$ cat config.mk
export PLATFORM = sky130hd
export DESIGN_NAME = ppc_core
export DESIGN_NICKNAME = d
export VERILOG_FILES = /design/src/ppc_isa_pkg.sv /design/src/ppc_core_pkg.sv /design/src/ppc_core.sv /design/src/write_back_arbiter.sv /design/src/log_unit.sv /design/src/add_sub_unit.sv /design/src/reservation_station.sv /design/src/gp_reg_file.sv /design/src/dispatcher.sv /design/src/instruction_decode.sv
export SDC_FILE = /design/constraint.sdc
export NUM_CORES = 2
export LEC_CHECK = 0
export BUFFER_PORTS_ARGS = -buffer_cell sky130_fd_sc_hd__buf_2
export CELL_PAD_IN_SITES_DETAIL_PLACEMENT = 0
export CELL_PAD_IN_SITES_GLOBAL_PLACEMENT = 1
export CORE_ASPECT_RATIO = 1.2
export CORE_UTILIZATION = 58
export CTS_CLUSTER_DIAMETER = 100
export DETAILED_ROUTE_END_ITERATION = 8
export PLACE_DENSITY_LB_ADDON = 0.1
export RECOVER_POWER = 100
export SETUP_SLACK_MARGIN = 0.02
export SYNTH_ARGS = -nofsm -noshare
export SYNTH_HDL_FRONTEND = slang
export SYNTH_SLANG_ARGS = --single-unit
$ cat constraint.sdc
create_clock -name clk -period 16.7 [get_ports clk]
set_input_delay 1.67 -clock clk [delete_from_list [all_inputs] [get_ports clk]]
set_output_delay 1.67 -clock clk [all_outputs]
set_load 0.02 [all_outputs]
$ cat src/ppc_isa_pkg.sv
`default_nettype none

package ppc_isa_pkg;

    localparam int NUM_GPRS = 32;

    typedef logic [0:31] instr_t;
    typedef logic [0:4] gpr_addr_t;
    typedef logic [0:31] word_t;
    typedef logic signed [0:15] imm_t;
    typedef logic [0:5] opcode_t;
    typedef logic [0:9] xo_t;

    // Primary opcodes
    localparam opcode_t OPC_ADDI = 6'd14;
    localparam opcode_t OPC_X = 6'd31;

    // Extended opcodes, bits 21 to 30 of an X or XO form word
    localparam xo_t XO_ADD = 10'd266;
    localparam xo_t XO_SUBF = 10'd40;
    localparam xo_t XO_AND = 10'd28;
    localparam xo_t XO_OR = 10'd444;
    localparam xo_t XO_XOR = 10'd316;

endpackage

`default_nettype wire
$ cat src/ppc_core_pkg.sv
`default_nettype none

package ppc_core_pkg;

    import ppc_isa_pkg::*;

    // Id 0 means the register has no pending producer
    localparam int RS_ID_WIDTH = 4;
    typedef logic [0:RS_ID_WIDTH-1] rs_id_t;

    localparam int RS_DEPTH = 4;
    localparam int ADD_SUB_OFFSET = 1;
    localparam int LOG_OFFSET = 5;

    typedef enum logic [2:0] {OP_ADD, OP_SUBF, OP_AND, OP_OR, OP_XOR} unit_op_t;
    typedef enum logic [1:0] {UNIT_NONE, UNIT_ADD_SUB, UNIT_LOG} unit_sel_t;

    typedef struct packed {
        unit_sel_t unit;
        unit_op_t op;
        gpr_addr_t ra;
        gpr_addr_t rb;
        gpr_addr_t rt;
        imm_t imm;
        logic use_imm;
    } decode_t;

    // Invalid operand carries the id of its producer instead of a value
    typedef struct packed {
        word_t value;
        logic valid;
        rs_id_t rs_id;
    } operand_t;

    typedef struct packed {
        rs_id_t rs_id;
        gpr_addr_t rt;
        word_t result;
    } wb_t;

endpackage

`default_nettype wire

$ cat src/ppc_core.sv
`timescale 1ns/100ps
`default_nettype none

module ppc_core import ppc_isa_pkg::*, ppc_core_pkg::*; (
    input logic clk,
    input logic arst_n,

    input logic instruction_valid,
    output logic instruction_ready,
    input instr_t instruction,

    output logic wb_valid,
    output wb_t wb
);

    logic decode_valid;
    logic decode_ready;
    decode_t decode;

    gpr_addr_t read_addr_a;
    gpr_addr_t read_addr_b;
    operand_t read_a;
    operand_t read_b;
    logic update_enable;
    gpr_addr_t update_addr;
    rs_id_t update_rs_id;

    logic add_sub_valid;
    logic add_sub_ready;
    rs_id_t add_sub_id;
    logic log_valid;
    logic log_ready;
    rs_id_t log_id;
    unit_op_t op;
    gpr_addr_t rt;
    operand_t op1;
    operand_t op2;

    logic add_sub_out_valid;
    logic add_sub_out_ready;
    wb_t add_sub_result;
    logic log_out_valid;
    logic log_out_ready;
    wb_t log_result;

    instruction_decode instr_decode (
        .clk(clk),
        .arst_n(arst_n),
        .instruction_valid(instruction_valid),
        .instruction_ready(instruction_ready),
        .instruction(instruction),
        .decode_valid(decode_valid),
        .decode_ready(decode_ready),
        .decode(decode)
    );

    dispatcher dispatch (.*);

    gp_reg_file gprs (
        .clk(clk),
        .arst_n(arst_n),
        .read_addr_a(read_addr_a),
        .read_addr_b(read_addr_b),
        .read_a(read_a),
        .read_b(read_b),
        .update_enable(update_enable),
        .update_addr(update_addr),
        .update_rs_id(update_rs_id),
        .wb_valid(wb_valid),
        .wb(wb)
    );

    add_sub_unit add_sub (
        .clk(clk),
        .arst_n(arst_n),
        .input_valid(add_sub_valid),
        .input_ready(add_sub_ready),
        .op(op),
        .rt(rt),
        .op1(op1),
        .op2(op2),
        .id_taken(add_sub_id),
        .wb_valid(wb_valid),
        .wb(wb),
        .output_valid(add_sub_out_valid),
        .output_ready(add_sub_out_ready),
        .result(add_sub_result)
    );

    log_unit log (
        .clk(clk),
        .arst_n(arst_n),
        .input_valid(log_valid),
        .input_ready(log_ready),
        .op(op),
        .rt(rt),
        .op1(op1),
        .op2(op2),
        .id_taken(log_id),
        .wb_valid(wb_valid),
        .wb(wb),
        .output_valid(log_out_valid),
        .output_ready(log_out_ready),
        .result(log_result)
    );

    // Common bus also drives the top-level observation outputs
    write_back_arbiter arbiter (
        .add_sub_valid(add_sub_out_valid),
        .log_valid(log_out_valid),
        .add_sub_ready(add_sub_out_ready),
        .log_ready(log_out_ready),
        .add_sub_result(add_sub_result),
        .log_result(log_result),
        .wb_valid(wb_valid),
        .wb(wb)
    );

endmodule

`default_nettype wire

$ cat src/write_back_arbiter.sv
`timescale 1ns/100ps
`default_nettype none

module write_back_arbiter import ppc_core_pkg::*; (
    input logic add_sub_valid,
    input logic log_valid,
    output logic add_sub_ready,
    output logic log_ready,
    input wb_t add_sub_result,
    input wb_t log_result,

    output logic wb_valid,
    output wb_t wb
);

    logic add_sub_grant;
    logic log_grant;

    // Fixed priority, add/sub first
    assign add_sub_grant = add_sub_valid;
    assign log_grant = log_valid & ~add_sub_valid;

    assign add_sub_ready = 1'b1;
    assign log_ready = ~add_sub_valid;

    assign wb_valid = add_sub_grant | log_grant;

    always_comb begin
        if (add_sub_grant) begin
            wb = add_sub_result;
        end else begin
            wb = log_result;
        end
    end

endmodule

`default_nettype wire

$ cat src/log_unit.sv
`timescale 1ns/100ps
`default_nettype none

module log_unit import ppc_isa_pkg::*, ppc_core_pkg::*; (
    input logic clk,
    input logic arst_n,

    input logic input_valid,
    output logic input_ready,
    input unit_op_t op,
    input gpr_addr_t rt,
    input operand_t op1,
    input operand_t op2,
    output rs_id_t id_taken,

    input logic wb_valid,
    input wb_t wb,

    output logic output_valid,
    input logic output_ready,
    output wb_t result
);

    logic issue_valid;
    logic issue_ready;
    unit_op_t issue_op;
    gpr_addr_t issue_rt;
    rs_id_t issue_id;
    word_t issue_a;
    word_t issue_b;
    word_t logic_result;

    reservation_station #(
        .RS_OFFSET(LOG_OFFSET),
        .RS_DEPTH(RS_DEPTH)
    ) station (
        .clk(clk),
        .arst_n(arst_n),
        .input_valid(input_valid),
        .input_ready(input_ready),
        .op(op),
        .rt(rt),
        .op1(op1),
        .op2(op2),
        .id_taken(id_taken),
        .wb_valid(wb_valid),
        .wb(wb),
        .issue_valid(issue_valid),
        .issue_ready(issue_ready),
        .issue_op(issue_op),
        .issue_rt(issue_rt),
        .issue_id(issue_id),
        .issue_a(issue_a),
        .issue_b(issue_b)
    );

    always_comb begin
        case (issue_op)
            OP_AND: logic_result = issue_a & issue_b;
            OP_OR: logic_result = issue_a | issue_b;
            default: logic_result = issue_a ^ issue_b;
        endcase
    end

    // Held while the arbiter serves the add/sub unit
    assign issue_ready = ~output_valid | output_ready;

    always_ff @(posedge clk or negedge arst_n) begin
        if (!arst_n) begin
            output_valid <= 1'b0;
        end else if (issue_ready) begin
            output_valid <= issue_valid;
        end
    end

    always_ff @(posedge clk) begin
        if (issue_valid && issue_ready) begin
            result.rs_id <= issue_id;
            result.rt <= issue_rt;
            result.result <= logic_result;
        end
    end

endmodule

`default_nettype wire

$ cat src/add_sub_unit.sv
`timescale 1ns/100ps
`default_nettype none

module add_sub_unit import ppc_isa_pkg::*, ppc_core_pkg::*; (
    input logic clk,
    input logic arst_n,

    input logic input_valid,
    output logic input_ready,
    input unit_op_t op,
    input gpr_addr_t rt,
    input operand_t op1,
    input operand_t op2,
    output rs_id_t id_taken,

    input logic wb_valid,
    input wb_t wb,

    output logic output_valid,
    input logic output_ready,
    output wb_t result
);

    logic issue_valid;
    logic issue_ready;
    unit_op_t issue_op;
    gpr_addr_t issue_rt;
    rs_id_t issue_id;
    word_t issue_a;
    word_t issue_b;

    reservation_station #(
        .RS_OFFSET(ADD_SUB_OFFSET),
        .RS_DEPTH(RS_DEPTH)
    ) station (
        .clk(clk),
        .arst_n(arst_n),
        .input_valid(input_valid),
        .input_ready(input_ready),
        .op(op),
        .rt(rt),
        .op1(op1),
        .op2(op2),
        .id_taken(id_taken),
        .wb_valid(wb_valid),
        .wb(wb),
        .issue_valid(issue_valid),
        .issue_ready(issue_ready),
        .issue_op(issue_op),
        .issue_rt(issue_rt),
        .issue_id(issue_id),
        .issue_a(issue_a),
        .issue_b(issue_b)
    );

    assign issue_ready = ~output_valid | output_ready;

    always_ff @(posedge clk or negedge arst_n) begin
        if (!arst_n) begin
            output_valid <= 1'b0;
        end else if (issue_ready) begin
            output_valid <= issue_valid;
        end
    end

    // subf is rB minus rA
    always_ff @(posedge clk) begin
        if (issue_valid && issue_ready) begin
            result.rs_id <= issue_id;
            result.rt <= issue_rt;
            result.result <= (issue_op == OP_SUBF) ? issue_b - issue_a : issue_a + issue_b;
        end
    end

endmodule

`default_nettype wire

$ cat src/reservation_station.sv
`timescale 1ns/100ps
`default_nettype none

module reservation_station import ppc_isa_pkg::*, ppc_core_pkg::*; #(
    parameter int RS_OFFSET = 1,
    parameter int RS_DEPTH = ppc_core_pkg::RS_DEPTH
) (
    input logic clk,
    input logic arst_n,

    input logic input_valid,
    output logic input_ready,
    input unit_op_t op,
    input gpr_addr_t rt,
    input operand_t op1,
    input operand_t op2,
    output rs_id_t id_taken,

    input logic wb_valid,
    input wb_t wb,

    output logic issue_valid,
    input logic issue_ready,
    output unit_op_t issue_op,
    output gpr_addr_t issue_rt,
    output rs_id_t issue_id,
    output word_t issue_a,
    output word_t issue_b
);

    localparam int IDX_W = (RS_DEPTH > 1) ? $clog2(RS_DEPTH) : 1;

    typedef struct packed {
        unit_op_t op;
        gpr_addr_t rt;
        operand_t a;
        operand_t b;
    } rs_entry_t;

    rs_entry_t entries [RS_DEPTH];
    logic [RS_DEPTH-1:0] busy;
    logic [RS_DEPTH-1:0] issued;
    logic [RS_DEPTH-1:0] ready;
    // Bit j of row i set when entry j is older than entry i
    logic [RS_DEPTH-1:0] older_than [RS_DEPTH];
    logic [IDX_W-1:0] alloc_idx;
    logic [IDX_W-1:0] issue_idx;
    logic alloc;

    function automatic operand_t snoop(operand_t opnd, logic bus_valid, wb_t bus);
        operand_t res;
        res = opnd;
        if (!opnd.valid && bus_valid && bus.rs_id == opnd.rs_id) begin
            res.value = bus.result;
            res.valid = 1'b1;
        end
        return res;
    endfunction

    always_comb begin
        alloc_idx = '0;
        for (int i = RS_DEPTH - 1; i >= 0; i--) begin
            if (!busy[i]) begin
                alloc_idx = i[IDX_W-1:0];
            end
        end
    end

    assign input_ready = ~&busy;
    assign alloc = input_valid & input_ready;
    assign id_taken = rs_id_t'(RS_OFFSET + int'(alloc_idx));

    always_comb begin
        for (int i = 0; i < RS_DEPTH; i++) begin
            ready[i] = busy[i] & ~issued[i] & entries[i].a.valid & entries[i].b.valid;
        end
        issue_valid = 1'b0;
        issue_idx = '0;
        for (int i = RS_DEPTH - 1; i >= 0; i--) begin
            if (ready[i] && !(|(ready & older_than[i]))) begin
                issue_valid = 1'b1;
                issue_idx = i[IDX_W-1:0];
            end
        end
    end

    assign issue_op = entries[issue_idx].op;
    assign issue_rt = entries[issue_idx].rt;
    assign issue_id = rs_id_t'(RS_OFFSET + int'(issue_idx));
    assign issue_a = entries[issue_idx].a.value;
    assign issue_b = entries[issue_idx].b.value;

    // Slot stays allocated until its result leaves on the bus, so its id is never reused early
    always_ff @(posedge clk or negedge arst_n) begin
        if (!arst_n) begin
            busy <= '0;
            issued <= '0;
            older_than <= '{default: '0};
        end else begin
            for (int i = 0; i < RS_DEPTH; i++) begin
                if (issued[i] && wb_valid && wb.rs_id == rs_id_t'(RS_OFFSET + i)) begin
                    busy[i] <= 1'b0;
                end
            end
            if (issue_valid && issue_ready) begin
                issued[issue_idx] <= 1'b1;
            end
            if (alloc) begin
                busy[alloc_idx] <= 1'b1;
                issued[alloc_idx] <= 1'b0;
                for (int i = 0; i < RS_DEPTH; i++) begin
                    older_than[i][alloc_idx] <= 1'b0;
                end
                older_than[alloc_idx] <= busy;
            end
        end
    end

    always_ff @(posedge clk) begin
        for (int i = 0; i < RS_DEPTH; i++) begin
            entries[i].a <= snoop(entries[i].a, wb_valid, wb);
            entries[i].b <= snoop(entries[i].b, wb_valid, wb);
        end
        if (alloc) begin
            entries[alloc_idx] <= '{op: op, rt: rt,
                                    a: snoop(op1, wb_valid, wb),
                                    b: snoop(op2, wb_valid, wb)};
        end
    end

endmodule

`default_nettype wire

$ cat src/gp_reg_file.sv
`timescale 1ns/100ps
`default_nettype none

module gp_reg_file import ppc_isa_pkg::*, ppc_core_pkg::*; (
    input logic clk,
    input logic arst_n,

    input gpr_addr_t read_addr_a,
    input gpr_addr_t read_addr_b,
    output operand_t read_a,
    output operand_t read_b,

    input logic update_enable,
    input gpr_addr_t update_addr,
    input rs_id_t update_rs_id,

    input logic wb_valid,
    input wb_t wb
);

    word_t values [NUM_GPRS];
    rs_id_t tags [NUM_GPRS];

    // Tagged register can still be read if its producer is on the bus now
    function automatic operand_t lookup(word_t value, rs_id_t tag, logic bus_valid, wb_t bus);
        operand_t res;
        res.value = value;
        res.valid = (tag == '0);
        res.rs_id = tag;
        if (!res.valid && bus_valid && bus.rs_id == tag) begin
            res.value = bus.result;
            res.valid = 1'b1;
        end
        return res;
    endfunction

    assign read_a = lookup(values[read_addr_a], tags[read_addr_a], wb_valid, wb);
    assign read_b = lookup(values[read_addr_b], tags[read_addr_b], wb_valid, wb);

    always_ff @(posedge clk or negedge arst_n) begin
        if (!arst_n) begin
            for (int i = 0; i < NUM_GPRS; i++) begin
                values[i] <= '0;
                tags[i] <= '0;
            end
        end else begin
            // A stale result of an overwritten producer is ignored
            if (wb_valid && tags[wb.rt] == wb.rs_id) begin
                values[wb.rt] <= wb.result;
                tags[wb.rt] <= '0;
            end
            if (update_enable) begin
                tags[update_addr] <= update_rs_id;
            end
        end
    end

endmodule

`default_nettype wire

$ cat src/dispatcher.sv
`timescale 1ns/100ps
`default_nettype none

module dispatcher import ppc_isa_pkg::*, ppc_core_pkg::*; (
    input logic decode_valid,
    output logic decode_ready,
    input decode_t decode,

    output gpr_addr_t read_addr_a,
    output gpr_addr_t read_addr_b,
    input operand_t read_a,
    input operand_t read_b,

    output logic update_enable,
    output gpr_addr_t update_addr,
    output rs_id_t update_rs_id,

    output logic add_sub_valid,
    output logic log_valid,
    input logic add_sub_ready,
    input logic log_ready,
    input rs_id_t add_sub_id,
    input rs_id_t log_id,

    output unit_op_t op,
    output gpr_addr_t rt,
    output operand_t op1,
    output operand_t op2
);

    always_comb begin
        case (decode.unit)
            UNIT_ADD_SUB: begin
                decode_ready = add_sub_ready;
                update_rs_id = add_sub_id;
            end
            UNIT_LOG: begin
                decode_ready = log_ready;
                update_rs_id = log_id;
            end
            // Unsupported encodings are dropped here
            default: begin
                decode_ready = 1'b1;
                update_rs_id = '0;
            end
        endcase
    end

    assign add_sub_valid = decode_valid & (decode.unit == UNIT_ADD_SUB);
    assign log_valid = decode_valid & (decode.unit == UNIT_LOG);

    assign read_addr_a = decode.ra;
    assign read_addr_b = decode.rb;
    assign op = decode.op;
    assign rt = decode.rt;

    always_comb begin
        op1 = read_a;
        op2 = read_b;
        if (decode.use_imm) begin
            op2.value = {{16{decode.imm[0]}}, decode.imm};
            op2.valid = 1'b1;
            op2.rs_id = '0;
            // addi with rA = 0 means a literal zero
            if (decode.ra == '0) begin
                op1.value = '0;
                op1.valid = 1'b1;
                op1.rs_id = '0;
            end
        end
    end

    assign update_enable = decode_valid & decode_ready & (decode.unit != UNIT_NONE);
    assign update_addr = decode.rt;

endmodule

`default_nettype wire

$ cat src/instruction_decode.sv
`timescale 1ns/100ps
`default_nettype none

module instruction_decode import ppc_isa_pkg::*, ppc_core_pkg::*; (
    input logic clk,
    input logic arst_n,

    input logic instruction_valid,
    output logic instruction_ready,
    input instr_t instruction,

    output logic decode_valid,
    input logic decode_ready,
    output decode_t decode
);

    opcode_t opcode;
    xo_t xo;
    decode_t next_decode;

    assign opcode = instruction[0:5];
    assign xo = instruction[21:30];

    assign instruction_ready = ~decode_valid | decode_ready;

    always_comb begin
        next_decode.unit = UNIT_NONE;
        next_decode.op = OP_ADD;
        next_decode.rt = instruction[6:10];
        next_decode.ra = instruction[11:15];
        next_decode.rb = instruction[16:20];
        next_decode.imm = instruction[16:31];
        next_decode.use_imm = 1'b0;

        if (opcode == OPC_ADDI) begin
            next_decode.unit = UNIT_ADD_SUB;
            next_decode.use_imm = 1'b1;
        end else if (opcode == OPC_X) begin
            case (xo)
                XO_ADD: next_decode.unit = UNIT_ADD_SUB;
                XO_SUBF: begin
                    next_decode.unit = UNIT_ADD_SUB;
                    next_decode.op = OP_SUBF;
                end
                XO_AND, XO_OR, XO_XOR: begin
                    // Logical forms write rA from rS and rB
                    next_decode.unit = UNIT_LOG;
                    next_decode.rt = instruction[11:15];
                    next_decode.ra = instruction[6:10];
                    next_decode.op = (xo == XO_AND) ? OP_AND :
                                     (xo == XO_OR) ? OP_OR : OP_XOR;
                end
                default: next_decode.unit = UNIT_NONE;
            endcase
        end
    end

    always_ff @(posedge clk or negedge arst_n) begin
        if (!arst_n) begin
            decode_valid <= 1'b0;
        end else if (instruction_ready) begin
            decode_valid <= instruction_valid;
        end
    end

    always_ff @(posedge clk) begin
        if (instruction_valid && instruction_ready) begin
            decode <= next_decode;
        end
    end

endmodule

`default_nettype wire

==> results.ini <==
[status]
status=finished, violations left
violations=capacitance limit, slew limit

[power_and_ir_drop]
irDropWorstVdd_mv=0.127
p_leak_uw=0.0471
total_power_uw=20900
p_per_area_nw_per_um2=187

[setup_path]
required_ns=17.36
path_cells=clkbuf_1, clkbuf_1, mux4_2, mux4_2, mux2i_1, nand2_1, a21oi_1, nor2_1, nor2_1, and2_1, nor2_4, o22ai_1
path_class=reg2reg
slowest_stage=clkbuf_1
max_stage_delay_ns=2.81
worst-r2r-setup-slack_ns=5.19
arrival_ns=12.17
cp_max_fo=40
endpoint_kind=flop
start_kind=flop

[timing]
timing.slew.headroom_pct=-459
fin_tns_setup_ns=0
hold_violations=0
fmax_ghz=0.0869
rsz0062_at_grt=false
setup_viol=0
min_period_ns=11.51
maxSlewViolCount=3794
period_share_pct=68.9
tightest_slew_ns=8.39
finalClockSkew_ns=0.0352

[synthesis]
yosys.cell_count.top_type=dfrtp_1
synth_ff_type=dfrtp_1
ys_warn_count=0
ys_top_cells_by_area=dfrtp_1 (29%), edfxtp_1 (22%), mux4_2 (16%)
netlist_area_um2=104000
synth_commonest_cells=dfrtp_1 (1,203), mux2_2 (838), edfxtp_1 (769)
yosys.area.top_type=dfrtp_1
async_reset_ff_share_pct=61.0
synth-seq-cells=1972
synthCells=7834
syn_nets=7977
yosysSeqAreaShare_pct=51.1
synthDistinctLibCells=85
synth-edff-count=769
synth_top_area_share_pct=28.9
avgSynthCellArea_um2=13.3

[global_route]
grt_max_degree=194
grt_pass1_wl_um=477000
overflow=0
antenna_found_initial=7
grt_pass1_vias=68900
grt.total_usage_pct=36.2

[clock_tree]
insertion_delay_ns=0.85
cts-buffers-inserted=195
cts_tree=done
cts.sinks=1972
cts_setup_buffers=0
root_buffer=clkbuf_16
cts.path.max_buffers=3
htree_levels=4
path_clk_slew_ns=0.06
hold_buffers=0
cts-resized-gates=0

[layout]
multiInputGateArea_um2=47100
regArea_um2=53200
area_growth_pct=7.61
final_area_um2=112000
final_nets=7768
final.fill_count=13600
drive_above_1_share_pct=28.9

[placement]
hpwl_um=193000
numPortBuffers=77
dpl_cell_area_um2=106000
gp_congestion=0.941

[flow_run]
maxCapViolations=98

[routing]
drt-initial-drc-count=7830
vias=69900
wl_um=326000
wl_per_cell_um=32.3
ant_nets=0
via_per_inst=6.91
firstDrtPassIters=5
drc=0

[floorplanning]
rows=170
start_util_pct=58.3
core_region_area_um2=179000
ioPinCount=78
die_x_um=389
dieArea_um2=181000
die_h_um=466

[worst_hold_path]
hold_path.class=reg2reg

cell families after synthesis:
kind of cell / after synthesis / synth area share [%]
AOI/OAI and AO/OA: 1127 / 6.87
xor gates and xnor gates: 136 / 1.14
adders and majority gates: 108 / 1.30
buffers and inverters: 834 / 3.44
DFF: 1972 / 51.1
muxes: 1934 / 28.6
and+or+nand+nor: 1723 / 7.58
cells in the final DEF, fill, tap and decap left out, drive strengths merged, types with 65 or more instances in the layout:
cell type / synthesis / layout
a211oi: 65 / 65
a21oi: 394 / 394
a31o: 131 / 131
buf: 224 / 176
clkbuf: 459 / 379
dfrtp: 1203 / 1203
edfxtp: 769 / 769
ha: 107 / 107
inv: 149 / 143
mux2: 1056 / 1056
mux2i: 154 / 154
mux4: 724 / 724
nand2: 738 / 738
nand3: 158 / 158
nor2: 503 / 503
o21ai: 106 / 106
o22ai: 266 / 266
xnor2: 101 / 101
metal layers:
layer  vias to the layer above  share of wire [%]  GRT usage (%)
li1                      29200                  -              -
met1                     36500                 40           50.0
met2                      3462                 47           57.7
met3                       719                8.9           6.31
met4                         2                4.3           14.1
met5                         -             0.0040              0
critical path: cells and delay by family, from the launching register on:
kind            cells  cell delay, ns
compound gates      2            0.41
buf+inv             2            5.39
flops               1            0.32
mux                 3            1.84
simple gates        5            3.22
cell type report:
type,count,share of cell area (%)
sequential,1972,47.5
multi-input combinational,5028,42.0
clock buffer,278,4.96
tap,2322,2.59
timing repair buffer,277,1.51
clock inverter,85,0.938
inverter,151,0.516
antenna,1,0.00223
sequential cells by signal (all words and copies together), names as in the netlist, named ones only:
name	count
add_sub.output_valid	1
log.result	41
log.station.older_than	12
add_sub.result	40
add_sub.station.older_than	12
log.station.issued	4
instr_decode.decode	32
add_sub.station.entries	328
log.station.entries	328
log.output_valid	1
instr_decode.decode_valid	1
add_sub.station.issued	4
gprs.values	1024
log.station.busy	4
gprs.tags	128
add_sub.station.busy	4
power by group:
| group | leakage [µW] | switching (µW) | internal [µW] |
|---|---|---|---|
| Combinational | 0.0203 | 5650 | 3520 |
| Clock | 0.00325 | 1960 | 2640 |
| Sequential | 0.0236 | 625 | 6540 |
| Total | 0.0471 | 8240 | 12700 |
metrics by stage:
stage	util [%]	setup slack [ns]	hold slack [ns]	cells
floorplan	-	11.13	0.443	7834
global placement	59.5	9.24	0.460	9749
detailed placement	59.5	9.20	0.469	9749
CTS	63.2	9.17	0.486	10100
global route	62.7	4.36	0.507	10100
finish	62.7	5.19	0.491	10100
worst paths after layout:
| check | startpoint | endpoint | cells after the start |
|---|---|---|---|
| max | instr_decode.decode[27]$_DFFE_PP_ | log.station.entries[0][42]$_DFFE_PP_ | 12 |
| min | log.station.older_than[5]$_DFFE_PN0P_ | log.station.older_than[5]$_DFFE_PN0P_ | 1 |
| max reg2reg | instr_decode.decode[27]$_DFFE_PP_ | log.station.entries[0][42]$_DFFE_PP_ | 12 |
| min reg2reg | log.station.older_than[5]$_DFFE_PN0P_ | log.station.older_than[5]$_DFFE_PN0P_ | 1 |
| max in group asynchronous | arst_n | gprs.values[504]$_DFFE_PN0P_ | 3 |
| min in group asynchronous | arst_n | asynchronous set/reset pin | 1 |
No activity file was read; power rests on OpenSTA's default activity.
